**config.mk**
```make
export PLATFORM = sky130hd
export DESIGN_NAME = anneal_top
export DESIGN_NICKNAME = d
export VERILOG_FILES = /design/src/source/anneal_pkg.sv /design/src/source/anneal_top.sv /design/src/source/wb_anneal_regs.sv /design/src/source/spin_proposer.sv /design/src/source/energy_evaluator.sv /design/src/source/energy_fifo_maintainer.sv /design/src/source/energy_fifo.sv
export SDC_FILE = /design/constraint.sdc
export NUM_CORES = 1
export LEC_CHECK = 0
export ABC_AREA = 1
export BUFFER_PORTS_ARGS = -buffer_cell sky130_fd_sc_hd__buf_2
export CAP_MARGIN = 20
export CORE_MARGIN = 2
export CORE_UTILIZATION = 30
export CTS_CLUSTER_DIAMETER = 50
export DETAILED_ROUTE_END_ITERATION = 16
export PLACE_DENSITY = 0.47
export SETUP_SLACK_MARGIN = 0.2
export SLEW_MARGIN = 20
export SYNTH_ARGS = -nofsm -noshare
export SYNTH_HDL_FRONTEND = slang
export SYNTH_SLANG_ARGS = --single-unit
```
**constraint.sdc**
```tcl
create_clock -name clk_i -period 7.68 [get_ports clk_i]
set_input_delay 1.152 -clock clk_i [delete_from_list [all_inputs] [get_ports clk_i]]
set_output_delay 1.152 -clock clk_i [all_outputs]
set_load 0.05 [all_outputs]
```
**src/source/anneal_pkg.sv**
```systemverilog
`default_nettype none

package anneal_pkg;

    // Ring size and datapath widths
    localparam int NUM_SPINS   = 16;
    localparam int ENERGY_BITS = 12;
    localparam int WEIGHT_BITS = 4;
    localparam int ITER_BITS   = 8;
    localparam int LFSR_BITS   = 16;

    // Energy FIFO geometry, usage is the pointer-wide count as seen on debug
    localparam int FIFO_DEPTH = 2;
    localparam int USAGE_BITS = 1;
    localparam int COUNT_BITS = 2;

    // Wishbone word bus
    localparam int WB_ADDR_BITS = 4;
    localparam int WB_DATA_BITS = 32;

    // Register map word addresses
    localparam logic [WB_ADDR_BITS-1:0] ADDR_CTRL         = 4'd0;
    localparam logic [WB_ADDR_BITS-1:0] ADDR_SEED         = 4'd1;
    localparam logic [WB_ADDR_BITS-1:0] ADDR_H_LO         = 4'd2;
    localparam logic [WB_ADDR_BITS-1:0] ADDR_H_HI         = 4'd3;
    localparam logic [WB_ADDR_BITS-1:0] ADDR_J            = 4'd4;
    localparam logic [WB_ADDR_BITS-1:0] ADDR_INIT_SPIN    = 4'd5;
    localparam logic [WB_ADDR_BITS-1:0] ADDR_BEST_SPIN    = 4'd6;
    localparam logic [WB_ADDR_BITS-1:0] ADDR_BEST_ENERGY  = 4'd7;
    localparam logic [WB_ADDR_BITS-1:0] ADDR_ACCEPT_COUNT = 4'd8;

    // Bit k set means spin k is +1
    typedef logic [NUM_SPINS-1:0] spin_t;
    typedef logic signed [ENERGY_BITS-1:0] energy_t;
    typedef logic signed [WEIGHT_BITS-1:0] weight_t;
    typedef logic [ITER_BITS-1:0] iter_t;
    typedef logic [LFSR_BITS-1:0] lfsr_t;
    typedef logic [WB_DATA_BITS-1:0] wb_data_t;

    // Largest positive energy, also the FIFO head after reset or flush
    localparam energy_t ENERGY_MAX = {1'b0, {(ENERGY_BITS-1){1'b1}}};

    // Run configuration, h[k] is the local field of spin k
    typedef struct packed {
        weight_t [NUM_SPINS-1:0] h;
        weight_t                 j;
        iter_t                   iterations;
        lfsr_t                   seed;
    } anneal_cfg_t;

endpackage

`default_nettype wire
```
**src/source/anneal_top.sv**
```systemverilog
`timescale 1ns/1ps
`default_nettype none

module anneal_top (
    input  logic                               clk_i,
    input  logic                               rst_i,
    input  logic                               wb_cyc_i,
    input  logic                               wb_stb_i,
    input  logic                               wb_we_i,
    input  logic [anneal_pkg::WB_ADDR_BITS-1:0] wb_adr_i,
    input  anneal_pkg::wb_data_t               wb_dat_i,
    output anneal_pkg::wb_data_t               wb_dat_o,
    output logic                               wb_ack_o
);
    import anneal_pkg::*;

    // Run control
    anneal_cfg_t cfg;
    logic        start;
    logic        flush;
    logic        busy;
    logic        prop_done;
    // Candidate path
    spin_t       best_spin;
    spin_t       cand;
    logic        cand_valid;
    logic        spin_ready;
    logic        eval_ready;
    // Energy and result path
    energy_t     cand_energy;
    logic        energy_valid;
    logic        energy_ready;
    logic        res_valid;
    logic        res_push_none;
    spin_t       res_spin;
    energy_t     res_energy;

    wb_anneal_regs u_regs (
        .clk_i, .rst_i, .wb_cyc_i, .wb_stb_i, .wb_we_i, .wb_adr_i, .wb_dat_i,
        .wb_dat_o, .wb_ack_o,
        .prop_done_i (prop_done),      .res_valid_i (res_valid),
        .res_push_none_i (res_push_none), .res_spin_i (res_spin),
        .res_energy_i (res_energy),    .cfg_o (cfg),
        .start_o (start),              .flush_o (flush),
        .busy_o (busy),                .best_spin_o (best_spin)
    );

    spin_proposer u_proposer (
        .clk_i, .rst_i, .start_i (start), .cfg_i (cfg), .best_spin_i (best_spin),
        .spin_ready_i (spin_ready), .eval_ready_i (eval_ready),
        .cand_valid_o (cand_valid), .cand_o (cand), .done_o (prop_done)
    );

    energy_evaluator u_evaluator (
        .clk_i, .rst_i, .cfg_i (cfg), .cand_valid_i (cand_valid), .cand_i (cand),
        .cand_ready_o (eval_ready), .energy_valid_o (energy_valid),
        .energy_o (cand_energy), .energy_ready_i (energy_ready)
    );

    // Result ready tracks busy, as does the energy enable
    energy_fifo_maintainer u_maintainer (
        .clk_i, .rst_i, .flush_i (flush), .en_i (busy),
        .spin_valid_i (cand_valid), .spin_i (cand), .spin_ready_o (spin_ready),
        .energy_valid_i (energy_valid), .energy_i (cand_energy),
        .energy_ready_o (energy_ready), .spin_valid_o (res_valid), .spin_o (res_spin),
        .spin_push_none_o (res_push_none), .energy_o (res_energy),
        .spin_ready_i (busy), .debug_fifo_usage_o ()
    );

endmodule

`default_nettype wire

```
**src/source/wb_anneal_regs.sv**
```systemverilog
`timescale 1ns/1ps
`default_nettype none

module wb_anneal_regs (
    input  logic                               clk_i,
    input  logic                               rst_i,
    input  logic                               wb_cyc_i,
    input  logic                               wb_stb_i,
    input  logic                               wb_we_i,
    input  logic [anneal_pkg::WB_ADDR_BITS-1:0] wb_adr_i,
    input  anneal_pkg::wb_data_t               wb_dat_i,
    output anneal_pkg::wb_data_t               wb_dat_o,
    output logic                               wb_ack_o,
    input  logic                               prop_done_i,
    input  logic                               res_valid_i,
    input  logic                               res_push_none_i,
    input  anneal_pkg::spin_t                  res_spin_i,
    input  anneal_pkg::energy_t                res_energy_i,
    output anneal_pkg::anneal_cfg_t            cfg_o,
    output logic                               start_o,
    output logic                               flush_o,
    output logic                               busy_o,
    output anneal_pkg::spin_t                  best_spin_o
);
    import anneal_pkg::*;

    anneal_cfg_t cfg_q;
    spin_t       init_spin_q;
    spin_t       best_spin_q;
    energy_t     best_energy_q;
    iter_t       accept_q;
    logic        start_q;
    logic        busy_q;
    logic        done_q;
    logic        ack_q;
    logic        wb_access;
    logic        wb_write;

    // Ack one cycle after the request, single-cycle pulse
    assign wb_access = wb_cyc_i & wb_stb_i & ~ack_q;
    assign wb_write  = wb_access & wb_we_i;
    assign wb_ack_o  = ack_q;

    assign cfg_o       = cfg_q;
    assign start_o     = start_q;
    // Flush rides on the start pulse
    assign flush_o     = start_q;
    assign busy_o      = busy_q;
    assign best_spin_o = best_spin_q;

    always_ff @(posedge clk_i) begin
        if (rst_i) begin
            ack_q       <= 1'b0;
            start_q     <= 1'b0;
            cfg_q       <= '0;
            init_spin_q <= '0;
        end else begin
            ack_q   <= wb_access;
            start_q <= wb_write && (wb_adr_i == ADDR_CTRL) && wb_dat_i[0];
            if (wb_write) begin
                case (wb_adr_i)
                    ADDR_CTRL:      cfg_q.iterations <= wb_dat_i[15:8];
                    ADDR_SEED:      cfg_q.seed <= wb_dat_i[LFSR_BITS-1:0];
                    ADDR_H_LO:      cfg_q.h[7:0] <= wb_dat_i;
                    ADDR_H_HI:      cfg_q.h[15:8] <= wb_dat_i;
                    ADDR_J:         cfg_q.j <= wb_dat_i[WEIGHT_BITS-1:0];
                    ADDR_INIT_SPIN: init_spin_q <= wb_dat_i[NUM_SPINS-1:0];
                    default:        ;
                endcase
            end
        end
    end

    // Run control and best-state tracking
    always_ff @(posedge clk_i) begin
        if (rst_i) begin
            busy_q        <= 1'b0;
            done_q        <= 1'b0;
            accept_q      <= '0;
            best_spin_q   <= '0;
            best_energy_q <= ENERGY_MAX;
        end else if (start_q) begin
            busy_q        <= 1'b1;
            done_q        <= 1'b0;
            accept_q      <= '0;
            best_spin_q   <= init_spin_q;
            best_energy_q <= ENERGY_MAX;
        end else if (busy_q) begin
            // Only strict improvements land here
            if (res_valid_i && !res_push_none_i) begin
                best_spin_q   <= res_spin_i;
                best_energy_q <= res_energy_i;
                accept_q      <= accept_q + 1'b1;
            end
            if (prop_done_i && !res_valid_i) begin
                busy_q <= 1'b0;
                done_q <= 1'b1;
            end
        end
    end

    always_comb begin
        wb_dat_o = '0;
        case (wb_adr_i)
            ADDR_CTRL:         wb_dat_o = {30'd0, done_q, busy_q};
            ADDR_SEED:         wb_dat_o = wb_data_t'(cfg_q.seed);
            ADDR_H_LO:         wb_dat_o = cfg_q.h[7:0];
            ADDR_H_HI:         wb_dat_o = cfg_q.h[15:8];
            ADDR_J:            wb_dat_o = wb_data_t'($unsigned(cfg_q.j));
            ADDR_INIT_SPIN:    wb_dat_o = wb_data_t'(init_spin_q);
            ADDR_BEST_SPIN:    wb_dat_o = wb_data_t'(best_spin_q);
            // Sign-extended for the host
            ADDR_BEST_ENERGY:  wb_dat_o = {{(WB_DATA_BITS-ENERGY_BITS){best_energy_q[ENERGY_BITS-1]}},
                                           best_energy_q};
            ADDR_ACCEPT_COUNT: wb_dat_o = wb_data_t'(accept_q);
            default:           wb_dat_o = '0;
        endcase
    end

endmodule

`default_nettype wire

```
**src/source/spin_proposer.sv**
```systemverilog
`timescale 1ns/1ps
`default_nettype none

module spin_proposer (
    input  logic                    clk_i,
    input  logic                    rst_i,
    input  logic                    start_i,
    input  anneal_pkg::anneal_cfg_t cfg_i,
    input  anneal_pkg::spin_t       best_spin_i,
    input  logic                    spin_ready_i,
    input  logic                    eval_ready_i,
    output logic                    cand_valid_o,
    output anneal_pkg::spin_t       cand_o,
    output logic                    done_o
);
    import anneal_pkg::*;

    lfsr_t lfsr_q;
    iter_t iter_q;
    logic  running_q;
    logic  cand_valid_q;
    logic  both_ready;
    logic  budget_left;
    logic  issue;
    logic  feedback;

    // Taps 16 14 13 11
    assign feedback = lfsr_q[15] ^ lfsr_q[13] ^ lfsr_q[12] ^ lfsr_q[10];

    assign both_ready  = spin_ready_i & eval_ready_i;
    assign budget_left = (iter_q != cfg_i.iterations);
    // Next candidate only once both paths are free again
    assign issue       = running_q & ~cand_valid_q & both_ready & budget_left;
    assign done_o      = running_q & ~cand_valid_q & both_ready & ~budget_left;

    // Flip index comes from the already shifted LFSR
    assign cand_valid_o = cand_valid_q;
    assign cand_o       = best_spin_i ^ (spin_t'(1) << lfsr_q[3:0]);

    always_ff @(posedge clk_i) begin
        if (rst_i) begin
            lfsr_q       <= '0;
            iter_q       <= '0;
            running_q    <= 1'b0;
            cand_valid_q <= 1'b0;
        end else if (start_i) begin
            lfsr_q       <= cfg_i.seed;
            iter_q       <= '0;
            running_q    <= 1'b1;
            cand_valid_q <= 1'b0;
        end else begin
            if (issue) begin
                lfsr_q       <= {lfsr_q[14:0], feedback};
                iter_q       <= iter_q + 1'b1;
                cand_valid_q <= 1'b1;
            end else if (cand_valid_q && both_ready) begin
                cand_valid_q <= 1'b0;
            end
            if (done_o) begin
                running_q <= 1'b0;
            end
        end
    end

endmodule

`default_nettype wire

```
**src/source/energy_evaluator.sv**
```systemverilog
`timescale 1ns/1ps
`default_nettype none

module energy_evaluator (
    input  logic                    clk_i,
    input  logic                    rst_i,
    input  anneal_pkg::anneal_cfg_t cfg_i,
    input  logic                    cand_valid_i,
    input  anneal_pkg::spin_t       cand_i,
    output logic                    cand_ready_o,
    output logic                    energy_valid_o,
    output anneal_pkg::energy_t     energy_o,
    input  logic                    energy_ready_i
);
    import anneal_pkg::*;

    spin_t      cand_q;
    energy_t    acc_q;
    logic [3:0] idx_q;
    logic       run_q;
    logic       valid_q;
    logic       cand_hs;

    // Contribution of site k, field term plus bond to site k+1
    function automatic energy_t site_term(input spin_t s, input logic [3:0] k,
                                          input anneal_cfg_t cfg);
        energy_t h_ext;
        energy_t j_ext;
        energy_t field;
        energy_t bond;
        h_ext = energy_t'(cfg.h[k]);
        j_ext = energy_t'(cfg.j);
        // -h*s
        field = s[k] ? -h_ext : h_ext;
        // -j*s_k*s_k+1, index wraps around the ring
        bond  = (s[k] == s[k + 4'd1]) ? -j_ext : j_ext;
        return field + bond;
    endfunction

    assign cand_ready_o   = ~run_q & ~valid_q;
    assign cand_hs        = cand_valid_i & cand_ready_o;
    assign energy_valid_o = valid_q;
    assign energy_o       = acc_q;

    always_ff @(posedge clk_i) begin
        if (rst_i) begin
            idx_q   <= '0;
            run_q   <= 1'b0;
            valid_q <= 1'b0;
        end else if (cand_hs) begin
            // Site 0 folded into the capture cycle
            idx_q <= 4'd1;
            run_q <= 1'b1;
        end else if (run_q) begin
            idx_q <= idx_q + 4'd1;
            if (idx_q == 4'(NUM_SPINS - 1)) begin
                run_q   <= 1'b0;
                valid_q <= 1'b1;
            end
        end else if (valid_q && energy_ready_i) begin
            valid_q <= 1'b0;
        end
    end

    always_ff @(posedge clk_i) begin
        if (cand_hs) begin
            cand_q <= cand_i;
            acc_q  <= site_term(cand_i, 4'd0, cfg_i);
        end else if (run_q) begin
            acc_q <= acc_q + site_term(cand_q, idx_q, cfg_i);
        end
    end

endmodule

`default_nettype wire

```
**src/source/energy_fifo_maintainer.sv**
```systemverilog
`timescale 1ns/1ps
`default_nettype none

module energy_fifo_maintainer (
    input  logic                             clk_i,
    input  logic                             rst_i,
    input  logic                             flush_i,
    input  logic                             en_i,
    input  logic                             spin_valid_i,
    input  anneal_pkg::spin_t                spin_i,
    output logic                             spin_ready_o,
    input  logic                             energy_valid_i,
    input  anneal_pkg::energy_t              energy_i,
    output logic                             energy_ready_o,
    output logic                             spin_valid_o,
    output anneal_pkg::spin_t                spin_o,
    output logic                             spin_push_none_o,
    output anneal_pkg::energy_t              energy_o,
    input  logic                             spin_ready_i,
    output logic [anneal_pkg::USAGE_BITS-1:0] debug_fifo_usage_o
);
    import anneal_pkg::*;

    logic    fifo_full;
    logic    fifo_empty;
    energy_t fifo_head;
    logic    spin_in_hs;
    logic    spin_out_hs;
    logic    energy_hs;
    logic    no_gain;
    spin_t   spin_q;
    logic    spin_full_q;
    logic    pend_q;
    logic    pend_none_q;
    energy_t pend_energy_q;

    // Best energy so far sits at the FIFO head
    energy_fifo u_energy_fifo (
        .clk_i       (clk_i),
        .rst_i       (rst_i),
        .flush_i     (flush_i),
        .push_i      (energy_hs),
        .pop_i       (energy_hs),
        .push_none_i (no_gain),
        .data_i      (energy_i),
        .data_o      (fifo_head),
        .full_o      (fifo_full),
        .empty_o     (fifo_empty),
        .usage_o     (debug_fifo_usage_o)
    );

    // One spin slot
    assign spin_ready_o = ~spin_full_q;
    assign spin_in_hs   = spin_valid_i & spin_ready_o;

    // Energy only taken against a held spin and a live head
    assign energy_ready_o = en_i & spin_full_q & ~pend_q & ~fifo_full & ~fifo_empty;
    assign energy_hs      = energy_valid_i & energy_ready_o;
    // Ties count as no improvement
    assign no_gain        = (energy_i >= fifo_head);

    // Result goes out in the energy cycle, or later from the pending copy
    assign spin_valid_o     = energy_hs | pend_q;
    assign spin_push_none_o = (energy_hs & no_gain) | (pend_q & pend_none_q);
    assign spin_o           = spin_q;
    assign energy_o         = pend_q ? pend_energy_q : energy_i;
    assign spin_out_hs      = spin_valid_o & spin_ready_i;

    always_ff @(posedge clk_i) begin
        if (rst_i || flush_i) begin
            spin_full_q <= 1'b0;
            pend_q      <= 1'b0;
            pend_none_q <= 1'b0;
        end else if (spin_out_hs) begin
            spin_full_q <= 1'b0;
            pend_q      <= 1'b0;
            pend_none_q <= 1'b0;
        end else begin
            if (spin_in_hs) begin
                spin_full_q <= 1'b1;
            end
            // Downstream stalled, keep the verdict for later
            if (energy_hs) begin
                pend_q      <= 1'b1;
                pend_none_q <= no_gain;
            end
        end
    end

    always_ff @(posedge clk_i) begin
        if (spin_in_hs) begin
            spin_q <= spin_i;
        end
        if (energy_hs) begin
            pend_energy_q <= energy_i;
        end
    end

endmodule

`default_nettype wire

```
**src/source/energy_fifo.sv**
```systemverilog
`timescale 1ns/1ps
`default_nettype none

module energy_fifo (
    input  logic                             clk_i,
    input  logic                             rst_i,
    input  logic                             flush_i,
    input  logic                             push_i,
    input  logic                             pop_i,
    input  logic                             push_none_i,
    input  anneal_pkg::energy_t              data_i,
    output anneal_pkg::energy_t              data_o,
    output logic                             full_o,
    output logic                             empty_o,
    output logic [anneal_pkg::USAGE_BITS-1:0] usage_o
);
    import anneal_pkg::*;

    energy_t               mem_q [FIFO_DEPTH];
    logic [USAGE_BITS-1:0] rd_ptr_q;
    logic [USAGE_BITS-1:0] wr_ptr_q;
    logic [COUNT_BITS-1:0] count_q;
    logic                  do_push;
    logic                  do_pop;
    energy_t               wr_data;

    // Circular pointer step
    function automatic logic [USAGE_BITS-1:0] next_ptr(input logic [USAGE_BITS-1:0] ptr);
        if (ptr == USAGE_BITS'(FIFO_DEPTH - 1)) begin
            return '0;
        end
        return ptr + 1'b1;
    endfunction

    assign full_o  = (count_q == COUNT_BITS'(FIFO_DEPTH));
    assign empty_o = (count_q == '0);
    assign usage_o = count_q[USAGE_BITS-1:0];
    assign data_o  = mem_q[rd_ptr_q];

    // Push into a full FIFO is fine when the head leaves in the same cycle
    assign do_pop  = pop_i & ~empty_o;
    assign do_push = push_i & (~full_o | do_pop);
    // Push-none recycles the head that is being popped
    assign wr_data = push_none_i ? data_o : data_i;

    always_ff @(posedge clk_i) begin
        if (rst_i || flush_i) begin
            // One entry left behind, slot 0 holds the seed head
            rd_ptr_q <= '0;
            wr_ptr_q <= next_ptr('0);
            count_q  <= COUNT_BITS'(1);
        end else begin
            if (do_push) begin
                wr_ptr_q <= next_ptr(wr_ptr_q);
            end
            if (do_pop) begin
                rd_ptr_q <= next_ptr(rd_ptr_q);
            end
            case ({do_push, do_pop})
                2'b10:   count_q <= count_q + 1'b1;
                2'b01:   count_q <= count_q - 1'b1;
                default: count_q <= count_q;
            endcase
        end
    end

    always_ff @(posedge clk_i) begin
        if (rst_i || flush_i) begin
            mem_q[0] <= ENERGY_MAX;
        end else if (do_push) begin
            mem_q[wr_ptr_q] <= wr_data;
        end
    end

endmodule

`default_nettype wire

```
==> results.yml <==
timing:
  skew_ns: 0.02480
  setup_slack_ns: 2.846
  clock.fmax_mhz: 206.9
  slew_headroom: 0.2535
  timing.final.crit_share: 0.6294
  final-max-slew-violation-count: 0
  setup_violations: 0
  whs_ns: 0.4413
  rsz0062_at_grt: "false"
  min_period_ns: 4.834
  max_slew.worst_pin.slew_ns: 1.120
  fin_setup_tns_ns: 0
  hold_viol: 0
clock_network:
  postCtsHoldBufs: 0
  post_cts_buffers: 0
  clk_path_buf_depth: 3
  htreeDepth: 2
  clockRootBuffer: "clkbuf_16"
  cts_resized: 0
  clkTransAtPathRegs_ns: 0.05
  cts_sinks: 268
  tritoncts: "done"
  numCtsBuffers: 42
  clk_latency_ns: 0.57
pwr:
  p_per_area_nw_per_um2: 212.6
  power_w: 0.003525
  ir_worst_vdd_mv: 0.1182
  p_leak_nw: 6.793
final_layout:
  n_antenna_cell: 0
  n_fill_cell: 4960
  final_nets: 2009
  drive_above_1_share: 0.09573
  fin_cells: 2550
  syn2layout_area_growth_pct: 15.98
global_route:
  antenna_found_initial: 1
  grt_pass1_wl_um: 75200
  grt_pass1_vias: 12400
  grt_max_degree: 117
  track_usage: 0.2001
  grt_overflow: 0
outcome:
  outcome: "completed"
placement:
  numPlacedInstances: 2472
  gp_congestion: 0.9027
  pre_cts_ws_ns: 2.926
  io_buffers: 73
  hpwl_um: 35420
logic_synthesis:
  ys_types: 45
  ys_ff_latch: 268
  synth_edf_count: 80
  synth_top_area_share: 0.2633
  yosys.area.top_type: "dfxtp_1"
  avgSynthCellArea_um2: 7.653
  postSynthCellCount: 1868
  syn_nets: 1968
  async_reset_ff_frac: 0
  yosys_warnings: 0
  synth.cell_area_um2: 14290
  ys_top_cells_by_count: "nand2_1 (287), o21ai_0 (249), nor2_1 (239), inv_1 (212), dfxtp_1 (188)"
  yosys-top-cells-area: "dfxtp_1 (26%), edfxtp_1 (17%), o21ai_0 (8.7%)"
  yosysMostFrequentCell: "nand2_1"
  seq_area_frac_synth: 0.4313
  synth_ff_type: "dfxtp_1"
min_path:
  min_path_type: "reg2reg"
setup_path:
  setup.worst_path.end_class: "flip-flop"
  cp.arrival_ns: 5.14
  startpoint_type: "flip-flop"
  crit_fanout: 43
  r2r_slack_ns: 2.85
  crit_required_ns: 7.98
  crit_type: "reg2reg"
drt:
  vias_per_cell: 5.054
  final_antenna_net_count: 0
  wl_um: 50000
  vias: 12890
  dr.pass1.iters: 5
  drt_iter0_drc: 1211
  drc_errors: 0
  drt-wirelength-per-cell_um: 19.61
floorplanning:
  num_rows: 79
  core_um2: 46750
  start_util: 0.3058
  die_x_um: 222.3
  ioPinCount: 74
  dieArea_um2: 49410
  die_y_um: 222.3
flow_run:
  cap_viol_max_count: 0
[per-stage QoR]
step	utilization	area, um2
2_1_floorplan	-	14300
3_3_place_gp	0.3239	15140
3_5_place_dp	0.3240	15150
4_1_cts	0.3546	16580
5_1_grt	0.3546	16580
6_report	0.3546	16580
[cells in the final DEF (no fill, tap or decap), types with 6 or more instances in the layout]
cell type / n
edfxtp_1: 80
nor3_1: 14
buf_4: 21
xor2_1: 39
nand2_1: 287
o22ai_1: 8
fa_1: 13
nand3_1: 81
inv_1: 210
o221ai_1: 7
nor2_1: 238
clkbuf_1: 8
mux2i_1: 12
clkbuf_16: 45
dfxtp_1: 187
clkinv_2: 7
a21oi_1: 163
a221oi_1: 22
o211ai_1: 37
clkbuf_8: 6
buf_2: 73
o21ai_0: 248
inv_2: 9
nand4_1: 17
ha_1: 46
xnor2_1: 8
[area by class of cell]
cell class,instances,area [um2],area share
repair buffers,94,523.0,0.03154
clock buffers,59,1239,0.07471
inverters,221,829.5,0.05003
multi-input cells,1282,6868,0.4142
clock inverters,19,193.9,0.01170
well taps,607,759.5,0.04581
flip-flops and latches,268,6167,0.3720
[cells by family after synthesis]
| group | synth area share |
|---|---|
| and+or+nand+nor | 0.1866 |
| AOI/OAI and AO/OA | 0.1972 |
| buffers and inverters | 0.08840 |
| DFF | 0.4313 |
| adders and majority gates | 0.05847 |
| xor gates and xnor gates | 0.02880 |
| muxes | 0.009191 |
[final timing paths]
kind,end,depth (start not counted),startpoint
worst max-delay path,u_evaluator.energy_o[9],22,u_evaluator.idx_q[0]
worst min register to register,u_regs.wb_ack_o,1,u_regs.wb_ack_o
worst min-delay path,u_regs.wb_ack_o,1,u_regs.wb_ack_o
worst max register to register,u_evaluator.energy_o[9],22,u_evaluator.idx_q[0]
[power breakdown]
group          leakage (nW)  switching [W]  total (W)  internal [W]
logic                  3.87      0.0000919   0.000124     0.0000318
clock network         0.704       0.000736    0.00194       0.00121
registers              2.22     0.00000389    0.00146       0.00146
total                  6.79       0.000832    0.00353       0.00269
[metal layers]
layer / share of wire / vias to the layer above / GRT usage
li1: - / 6352 / -
met1: 0.46 / 6058 / 0.2725
met2: 0.44 / 388 / 0.3098
met3: 0.072 / 87 / 0.04377
met4: 0.031 / 2 / 0.07520
met5: 0.00026 / - / 0
[critical path, cell delays in order, from the launching register on]
cell     delay (ns)
dfxtp_2        0.61
buf_4          0.43
ha_1           0.33
inv_1          0.11
a21oi_1        0.14
o21ai_0        0.10
nand3_1        0.10
nand3_1        0.07
nand2_1        0.13
inv_1          0.05
nand2_1        0.17
nand2_2        0.12
nand2_1        0.07
o21ai_0        0.11
fa_1           0.52
inv_1          0.04
ha_1           0.26
fa_1           0.47
a21oi_1        0.23
o21ai_0        0.13
or2_2          0.28
nand3_1        0.07
nand2_1        0.05
[state kept, by name (all words and copies together), names as in the netlist, 2 cells and up, named ones only]
name,flops
u_regs.cfg_o,92
u_maintainer.u_energy_fifo.mem_q,24
u_evaluator.cand_q,16
u_maintainer.spin_o,16
u_proposer.lfsr_q,16
u_regs.best_spin_o,16
u_regs.init_spin_q,16
u_evaluator.energy_o,12
u_maintainer.pend_energy_q,12
u_regs.best_energy_q,12
u_proposer.iter_q,8
u_regs.accept_q,8
u_evaluator.idx_q,4
u_maintainer.u_energy_fifo.count_q,2
No activity file was read; power rests on OpenSTA's default activity.
